--- src/mc_pkg.sv ---
package mc_pkg;

    // element and line geometry
    localparam int ELEM_BITS      = 32;
    localparam int ELEMS_PER_LINE = 4;
    localparam int ELEM_BYTES     = 4;

    // index and address widths
    localparam int INDEX_BITS = 16;
    localparam int ADDR_BITS  = 32;

    // byte address into shared memory
    typedef logic [ADDR_BITS-1:0] addr_t;

    // row or column index of matrix C
    typedef logic [INDEX_BITS-1:0] index_t;

    // one matrix element
    typedef logic [ELEM_BITS-1:0] elem_t;

    // one cacheline, element k in slice k from the lsb
    typedef logic [ELEMS_PER_LINE*ELEM_BITS-1:0] line_t;

    // valid elements in one read, 1 to ELEMS_PER_LINE
    typedef logic [$clog2(ELEMS_PER_LINE+1)-1:0] count_t;

    // job word, ii on top, then jj, then the element
    typedef logic [2*INDEX_BITS+ELEM_BITS-1:0] job_t;

    // tile walker states
    typedef enum logic [2:0] {
        WALK_IDLE,
        WALK_ISSUE,
        WALK_WAIT,
        WALK_NEXT,
        WALK_DONE
    } walk_state_t;

endpackage

--- src/mc_if.sv ---
// clipped tile bounds, bounds stage to walker
interface tile_if import mc_pkg::*; ();

    logic   tile_valid;
    addr_t  base;
    index_t size_n;
    index_t start_ii;
    index_t start_jj;
    // exclusive ends
    index_t end_ii;
    index_t end_jj;

    modport bounds (
        output tile_valid, base, size_n, start_ii, start_jj, end_ii, end_jj
    );

    modport walker (
        input tile_valid, base, size_n, start_ii, start_jj, end_ii, end_jj
    );

endinterface

// one outstanding line, walker to unpacker and back
interface line_if import mc_pkg::*; ();

    logic   line_start;
    index_t line_ii;
    index_t line_jj;
    count_t line_count;
    logic   line_done;

    modport walker (
        output line_start, line_ii, line_jj, line_count,
        input  line_done
    );

    modport unpacker (
        input  line_start, line_ii, line_jj, line_count,
        output line_done
    );

endinterface

--- src/mc_tile_bounds.sv ---
module mc_tile_bounds import mc_pkg::*; (
    input  logic   clock,
    input  logic   rstn,
    input  logic   cfg_valid,
    input  addr_t  cfg_base,
    input  index_t cfg_size_n,
    input  index_t cfg_size_tile,
    input  index_t cfg_start_ii,
    input  index_t cfg_start_jj,
    input  logic   cfg_accept,
    tile_if.bounds tile
);

    logic   take;
    logic   limit_valid;
    index_t limit_ii;
    index_t limit_jj;

    function automatic index_t min_index(input index_t a, input index_t b);
        return (a < b) ? a : b;
    endfunction

    // new configuration only while the walker is idle or finished
    assign take = cfg_valid && cfg_accept;

    // step one registers the limit, step two the clamped end
    always_ff @(posedge clock or negedge rstn) begin
        if (!rstn) begin
            limit_valid     <= 1'b0;
            tile.tile_valid <= 1'b0;
        end else begin
            limit_valid     <= take;
            tile.tile_valid <= limit_valid;
        end
    end

    always_ff @(posedge clock) begin
        if (take) begin
            tile.base     <= cfg_base;
            tile.size_n   <= cfg_size_n;
            tile.start_ii <= cfg_start_ii;
            tile.start_jj <= cfg_start_jj;
            limit_ii      <= cfg_start_ii + cfg_size_tile;
            limit_jj      <= cfg_start_jj + cfg_size_tile;
        end
        // clip to the matrix edge
        if (limit_valid) begin
            tile.end_ii <= min_index(limit_ii, tile.size_n);
            tile.end_jj <= min_index(limit_jj, tile.size_n);
        end
    end

endmodule

--- src/mc_tile_walker.sv ---
module mc_tile_walker import mc_pkg::*; (
    input  logic   clock,
    input  logic   rstn,
    tile_if.walker tile,
    line_if.walker line,
    output logic   read_cmd_request,
    output addr_t  read_cmd_address,
    output count_t read_cmd_size,
    input  logic   read_cmd_grant,
    output logic   cfg_accept,
    output logic   tile_done
);

    walk_state_t state;
    walk_state_t next_state;
    index_t      ii;
    index_t      jj;
    index_t      cols_left;
    count_t      chunk;
    addr_t       offset;
    logic        tile_empty;
    logic        row_end;
    logic        idle_like;

////////////////////////////////////////////////////////////////////////////
// chunk geometry
////////////////////////////////////////////////////////////////////////////

    assign cols_left  = tile.end_jj - jj;
    assign row_end    = (cols_left <= index_t'(ELEMS_PER_LINE));
    assign tile_empty = (tile.start_ii >= tile.end_ii) || (tile.start_jj >= tile.end_jj);

    // partial last chunk of a row
    always_comb begin
        if (cols_left >= index_t'(ELEMS_PER_LINE)) begin
            chunk = count_t'(ELEMS_PER_LINE);
        end else begin
            chunk = count_t'(cols_left);
        end
    end

    // element offset ii * size_n + jj, scaled to bytes
    assign offset = (addr_t'(ii) * addr_t'(tile.size_n) + addr_t'(jj))
                  * addr_t'(ELEM_BYTES);

    assign read_cmd_request = (state == WALK_ISSUE);
    assign read_cmd_address = tile.base + offset;
    assign read_cmd_size    = chunk;

    assign idle_like  = (state == WALK_IDLE) || (state == WALK_DONE);
    assign cfg_accept = idle_like;
    assign tile_done  = (state == WALK_DONE);

    // counters hold still from grant to line_done
    assign line.line_ii    = ii;
    assign line.line_jj    = jj;
    assign line.line_count = chunk;

////////////////////////////////////////////////////////////////////////////
// walk FSM
////////////////////////////////////////////////////////////////////////////

    always_ff @(posedge clock or negedge rstn) begin
        if (!rstn) begin
            state <= WALK_IDLE;
        end else begin
            state <= next_state;
        end
    end

    always_comb begin
        next_state = state;
        case (state)
            WALK_IDLE, WALK_DONE: begin
                if (tile.tile_valid) begin
                    next_state = tile_empty ? WALK_DONE : WALK_ISSUE;
                end
            end
            WALK_ISSUE: begin
                if (read_cmd_grant) begin
                    next_state = WALK_WAIT;
                end
            end
            WALK_WAIT: begin
                if (line.line_done) begin
                    next_state = WALK_NEXT;
                end
            end
            WALK_NEXT: begin
                // counters already advanced
                next_state = (ii >= tile.end_ii) ? WALK_DONE : WALK_ISSUE;
            end
            default: begin
                next_state = WALK_IDLE;
            end
        endcase
    end

    // row and column counters
    always_ff @(posedge clock or negedge rstn) begin
        if (!rstn) begin
            ii <= '0;
            jj <= '0;
        end else begin
            if (idle_like && tile.tile_valid) begin
                ii <= tile.start_ii;
                jj <= tile.start_jj;
            end else if ((state == WALK_WAIT) && line.line_done) begin
                if (row_end) begin
                    ii <= ii + 1'b1;
                    jj <= tile.start_jj;
                end else begin
                    jj <= jj + index_t'(chunk);
                end
            end
        end
    end

    // one line per granted command
    always_ff @(posedge clock or negedge rstn) begin
        if (!rstn) begin
            line.line_start <= 1'b0;
        end else begin
            line.line_start <= (state == WALK_ISSUE) && read_cmd_grant;
        end
    end

endmodule

--- src/mc_line_unpacker.sv ---
module mc_line_unpacker import mc_pkg::*; (
    input  logic     clock,
    input  logic     rstn,
    input  logic     read_data_valid,
    input  line_t    read_data,
    line_if.unpacker line,
    output logic     push,
    output job_t     data,
    input  logic     full
);

    logic   pending;
    logic   shifting;
    logic   accept;
    logic   last;
    count_t count_r;
    count_t left;
    index_t ii_r;
    index_t jj_r;
    line_t  line_r;

    // data may land in the same cycle as line_start
    assign accept = read_data_valid && (pending || line.line_start);
    assign push   = shifting && !full;
    assign last   = (left == count_t'(1));
    assign data   = {ii_r, jj_r, elem_t'(line_r[ELEM_BITS-1:0])};

////////////////////////////////////////////////////////////////////////////
// line tracking
////////////////////////////////////////////////////////////////////////////

    always_ff @(posedge clock or negedge rstn) begin
        if (!rstn) begin
            pending        <= 1'b0;
            shifting       <= 1'b0;
            left           <= '0;
            line.line_done <= 1'b0;
        end else begin
            line.line_done <= push && last;
            if (accept) begin
                pending  <= 1'b0;
                shifting <= 1'b1;
                left     <= line.line_start ? line.line_count : count_r;
            end else begin
                if (line.line_start) begin
                    pending <= 1'b1;
                end
                if (push) begin
                    left <= left - 1'b1;
                    if (last) begin
                        shifting <= 1'b0;
                    end
                end
            end
        end
    end

////////////////////////////////////////////////////////////////////////////
// element shifter
////////////////////////////////////////////////////////////////////////////

    always_ff @(posedge clock) begin
        if (line.line_start) begin
            ii_r    <= line.line_ii;
            jj_r    <= line.line_jj;
            count_r <= line.line_count;
        end
        if (accept) begin
            line_r <= read_data;
        end else if (push) begin
            // next element drops into the low slice
            line_r <= line_r >> ELEM_BITS;
            jj_r   <= jj_r + 1'b1;
        end
    end

endmodule

--- src/mc_fifo.sv ---
module mc_fifo #(
    parameter int WIDTH = 64,
    parameter int DEPTH = 8
) (
    input  logic             clock,
    input  logic             rstn,
    input  logic             push,
    input  logic [WIDTH-1:0] data_in,
    output logic             full,
    input  logic             pop,
    output logic             valid,
    output logic [WIDTH-1:0] data_out
);

    localparam int PTR_BITS = (DEPTH > 1) ? $clog2(DEPTH) : 1;

    logic [WIDTH-1:0]    mem [DEPTH];
    logic [PTR_BITS-1:0] wr_ptr;
    logic [PTR_BITS-1:0] rd_ptr;
    logic [PTR_BITS:0]   count;
    logic                do_push;
    logic                do_pop;

    assign full     = (count == (PTR_BITS+1)'(DEPTH));
    assign valid    = (count != '0);
    assign do_push  = push && !full;
    assign do_pop   = pop && valid;
    // show-ahead head
    assign data_out = mem[rd_ptr];

    always_ff @(posedge clock) begin
        if (do_push) begin
            mem[wr_ptr] <= data_in;
        end
    end

    always_ff @(posedge clock or negedge rstn) begin
        if (!rstn) begin
            wr_ptr <= '0;
            rd_ptr <= '0;
            count  <= '0;
        end else begin
            if (do_push) begin
                wr_ptr <= (wr_ptr == PTR_BITS'(DEPTH-1)) ? '0 : wr_ptr + 1'b1;
            end
            if (do_pop) begin
                rd_ptr <= (rd_ptr == PTR_BITS'(DEPTH-1)) ? '0 : rd_ptr + 1'b1;
            end
            // occupancy
            case ({do_push, do_pop})
                2'b10:   count <= count + 1'b1;
                2'b01:   count <= count - 1'b1;
                default: count <= count;
            endcase
        end
    end

endmodule

--- src/mc_top.sv ---
module mc_top import mc_pkg::*; #(
    parameter int JOB_DEPTH = 8
) (
    input  logic   clock,
    input  logic   rstn,
    input  logic   cfg_valid,
    input  addr_t  cfg_base,
    input  index_t cfg_size_n,
    input  index_t cfg_size_tile,
    input  index_t cfg_start_ii,
    input  index_t cfg_start_jj,
    output logic   read_cmd_request,
    output addr_t  read_cmd_address,
    output count_t read_cmd_size,
    input  logic   read_cmd_grant,
    input  logic   read_data_valid,
    input  line_t  read_data,
    output logic   job_valid,
    output index_t job_ii,
    output index_t job_jj,
    output elem_t  job_data,
    input  logic   job_request,
    output logic   tile_done
);

    logic cfg_accept;
    logic job_push;
    logic job_full;
    job_t job_in;
    job_t job_head;

    tile_if tile ();
    line_if line ();

////////////////////////////////////////////////////////////////////////////
// input side and walk
////////////////////////////////////////////////////////////////////////////

    mc_tile_bounds bounds_inst (
        .clock        (clock),
        .rstn         (rstn),
        .cfg_valid    (cfg_valid),
        .cfg_base     (cfg_base),
        .cfg_size_n   (cfg_size_n),
        .cfg_size_tile(cfg_size_tile),
        .cfg_start_ii (cfg_start_ii),
        .cfg_start_jj (cfg_start_jj),
        .cfg_accept   (cfg_accept),
        .tile         (tile)
    );

    mc_tile_walker walker_inst (
        .clock           (clock),
        .rstn            (rstn),
        .tile            (tile),
        .line            (line),
        .read_cmd_request(read_cmd_request),
        .read_cmd_address(read_cmd_address),
        .read_cmd_size   (read_cmd_size),
        .read_cmd_grant  (read_cmd_grant),
        .cfg_accept      (cfg_accept),
        .tile_done       (tile_done)
    );

////////////////////////////////////////////////////////////////////////////
// output side
////////////////////////////////////////////////////////////////////////////

    mc_line_unpacker unpacker_inst (
        .clock          (clock),
        .rstn           (rstn),
        .read_data_valid(read_data_valid),
        .read_data      (read_data),
        .line           (line),
        .push           (job_push),
        .data           (job_in),
        .full           (job_full)
    );

    mc_fifo #(
        .WIDTH($bits(job_t)),
        .DEPTH(JOB_DEPTH)
    ) job_fifo_inst (
        .clock   (clock),
        .rstn    (rstn),
        .push    (job_push),
        .data_in (job_in),
        .full    (job_full),
        .pop     (job_request),
        .valid   (job_valid),
        .data_out(job_head)
    );

    // split the head job into its fields
    assign {job_ii, job_jj, job_data} = job_head;

endmodule

--- config.mk ---
export PLATFORM = sky130hd
export DESIGN_NAME = mc_top
export DESIGN_NICKNAME = d
export VERILOG_FILES = /design/src/mc_pkg.sv /design/src/mc_if.sv /design/src/mc_tile_bounds.sv /design/src/mc_tile_walker.sv /design/src/mc_line_unpacker.sv /design/src/mc_fifo.sv /design/src/mc_top.sv
export SDC_FILE = /design/constraint.sdc
export NUM_CORES = 2
export LEC_CHECK = 0
export ABC_AREA = 1
export BUFFER_PORTS_ARGS = -buffer_cell sky130_fd_sc_hd__buf_2
export CORE_UTILIZATION = 30
export CTS_CLUSTER_SIZE = 28
export DETAILED_ROUTE_END_ITERATION = 8
export PLACE_DENSITY = 0.54
export SYNTH_ARGS = -nofsm -noshare
export SYNTH_HDL_FRONTEND = slang
export SYNTH_HIERARCHICAL = 1
export SYNTH_SLANG_ARGS = --single-unit
--- constraint.sdc ---
create_clock -name clock -period 10.6 [get_ports clock]
set_input_delay 1.59 -clock clock [delete_from_list [all_inputs] [get_ports clock]]
set_output_delay 1.59 -clock clock [all_outputs]
set_load 0.005 [all_outputs]
==> impl_metrics.csv <==
group,metric,value,unit
floorplanning,initial_utilization,30.4,%
sta,setup_violations,0,
placement,place_congestion,0.897,
sta,finalSetupTns,0,ps
logic_synthesis,yosys.area.top_type,"edfxtp_1",
worst_setup_path,crit_type,"flop to output pin",
sta,post-route-period-util,95.1,%
worst_hold_path,hold_class,"flop to flop",
clocking,clock-root-buffer,"clkbuf_16",
floorplanning,die_y,420,um
floorplanning,fp.dieArea,0.176,mm2
worst_setup_path,required,9010,ps
placement,io_buffer_count,331,
logic_synthesis,yosys_register_bits,873,
clocking,cts_buffers,97,
global_routing,grt_pass1_vias,37000,
worst_setup_path,critical-path-top-delay-family,"adder cells",
sta,final_hold_viol_count,0,
worst_setup_path,critPathMaxStageDelay,670,ps
route,routed_wl,144,mm
worst_setup_path,critPathBufInv,4,
worst_setup_path,crit_arrival,8490,ps
worst_setup_path,worstSetupEndpointType,"output pin",
logic_synthesis,synthFlopType,"edfxtp_1",
clocking,clk-insertion-delay-late,770,ps
clocking,cts_tree,"done",
layout,area_growth,14.0,%
global_routing,antenna_found_initial,10,
clocking,path_clk_slew,60,ps
layout,drive_above_1_share,10.4,%
global_routing,grt_max_degree,114,
logic_synthesis,postSynthAreaPerCell,9.01,um2
logic_synthesis,netlist_top_cells_area,"edfxtp_1 (46%), nand2_1 (14%), fa_1 (8.2%), inv_1 (6.7%), ha_1 (6.3%)",
route,wl_per_cell,17.0,um
route,dr_total_vias,37800,
route,routed_via_density,4.46,
global_routing,grt_overflow,0,
sta,fin_crit,10080,ps
logic_synthesis,seq_area_frac_synth,49.2,%
layout,most-common-layout-cells,"nand2_1 (1934), inv_1 (930), edfxtp_1 (800)",
route,dr.first_iter.drc_count,2483,
placement,dp_hpwl,101,mm
layout,nNetsFinal,6793,
sta,rsz0062_at_grt,"false",
logic_synthesis,yosysWarnings,6,
global_routing,grt.total_usage,16.3,%
worst_setup_path,critPathMaxFanout,21,
clocking,htree_levels,3,
floorplanning,io_pins,332,
logic_synthesis,syn_nets,6512,
logic_synthesis,synth_enable_flop_cells,800,
flow_run,maxCapViolations,0,
sta,fmax,99.2,MHz
clocking,cts.sinks,873,
logic_synthesis,synth.distinct_cells,61,
route,firstDrtPassIters,5,
logic_synthesis,syn_area,0.0523,mm2
logic_synthesis,synth_async_sr_flop_share,6.19,%
worst_setup_path,cp-start-kind,"flop",
sta,slew_viol_final,0,
outcome,status,"complete, no violations",
route,antenna_left,0,
floorplanning,die_w,420,um
floorplanning,core_area,0.172,mm2
sta,worst_slew_pin_slew,1120,ps
sta,skew,72.0,ps
route,drc,0,
layout,final_common_cell,"nand2_1",
sta,maxSlewHeadroom,25.5,%
clocking,cts_buffer_depth,3,
logic_synthesis,synth_top_cell_area_share,45.9,%
global_routing,grt_first_pass_wirelength,219,mm
logic_synthesis,synth_cells,5803,
floorplanning,row_count,152,
worst_setup_path,cp_slowest_cell,"dfrtp_2",
final cells by class:
| cell class | instances | area, um2 |
|---|---|---|
| diodes | 5 | 12.5 |
| clock buffers | 124 | 2570 |
| clock inverters | 57 | 728 |
| fillers | 17600 | 113000 |
| inverters | 940 | 3540 |
| multi-input cells | 3746 | 21600 |
| flip-flops and latches | 873 | 25800 |
| well taps | 2310 | 2890 |
| repair buffers | 426 | 2510 |
repair_timing:
action / in CTS / in global routing
buffers inserted: 0 / 49
endpoints found under the setup margin: 0 / 5
resized for setup: 0 / 13
hold buffers: 0 / 0
path summary, 6_finish.rpt:
path	from	endpoint	slack (ps)	cells after the start
min reg2reg	bounds_inst/limit_valid$_DFF_PN0_	bounds_inst/tile.tile_valid$_DFF_PN0_	380	0
max reg2reg	flop	walker_inst/line.line_jj[14]$_DFFE_PN0P_	5670	24
min in group asynchronous	rstn	walker_inst/line.line_ii[6]$_DFFE_PN0P_	1080	2
max	walker_inst/line.line_ii[4]$_DFFE_PN0P_	read_cmd_address[29]	520	32
max in group asynchronous	rstn	job_fifo_inst/rd_ptr[0]$_DFFE_PN0P_	8850	2
min	bounds_inst/limit_valid$_DFF_PN0_	bounds_inst/tile.tile_valid$_DFF_PN0_	380	0
Yosys cell counts (55+ instances only):
| master | n |
|---|---|
| edfxtp_1 | 800 |
| xor2_1 | 75 |
| ha_1 | 264 |
| inv_1 | 931 |
| nand2_1 | 1935 |
| o21ai_0 | 70 |
| buf_2 | 76 |
| nor2_1 | 665 |
| clkbuf_1 | 75 |
| buf_4 | 55 |
| nand3_1 | 136 |
| fa_1 | 215 |
| a21oi_1 | 142 |
registers in the layout, indices dropped and copies added (netlist names), 4 cells and up, named ones only:
register / flops
bounds_inst/tile.end_ii: 16
bounds_inst/limit_jj: 16
bounds_inst/limit_ii: 16
bounds_inst/tile.start_ii: 16
bounds_inst/tile.start_jj: 16
bounds_inst/tile.end_jj: 16
unpacker_inst/jj_r: 16
bounds_inst/tile.base: 32
job_fifo_inst/mem: 512
walker_inst/line.line_ii: 16
unpacker_inst/line_r: 128
unpacker_inst/ii_r: 16
job_fifo_inst/count: 4
walker_inst/line.line_jj: 15
bounds_inst/tile.size_n: 16
worst register-to-register path, delay by kind of cell, from the launching register on:
| kind | cells | cell delay [ps] |
|---|---|---|
| AND/OR/NAND/NOR | 14 | 2350 |
| adder cells (fa/ha/maj) | 3 | 1140 |
| buffers and inverters | 3 | 300 |
| XOR/XNOR | 1 | 150 |
| AO/OA/AOI/OAI | 3 | 380 |
| flip-flops | 1 | 510 |
stage by stage:
stage	utilization (%)	worst slack, ps	cell area, um2	hold slack, ps	std cells
finish	34.6	522	59600	381	8481
CTS	34.3	220	59100	388	8427
floorplan	-	2030	52300	416	5803
global placement	32.4	1210	55800	378	8246
global route	34.6	15.0	59600	412	8478
detailed placement	32.4	1030	55800	372	8246
routing by layer:
layer | up-vias | routed length, um | track usage (%)
met1 | 18100 | 64800 | 21.8
met2 | 879 | 67800 | 27.0
met4 | 0 | 4650 | 5.80
li1 | 18600 | - | -
met3 | 209 | 6930 | 2.25
met5 | - | 0 | 0
logic make-up (layout without fill, tap and decap cells):
| group | Yosys count | after routing | synth area share, % |
|---|---|---|---|
| adder cells (fa/ha/maj) | 479 | 479 | 14.5 |
| other | 0 | 5 | 0 |
| buffers and inverters | 1184 | 1547 | 9.52 |
| AO/OA/AOI/OAI | 309 | 309 | 3.41 |
| multiplexers | 3 | 3 | 0.0574 |
| flip-flops | 873 | 873 | 49.2 |
| AND/OR/NAND/NOR | 2842 | 2842 | 21.3 |
| XOR/XNOR | 113 | 113 | 1.89 |
Power is left out: the tool's default activity adds up to more than one toggle a clock period on the data nets, which glitch-free logic cannot reach.
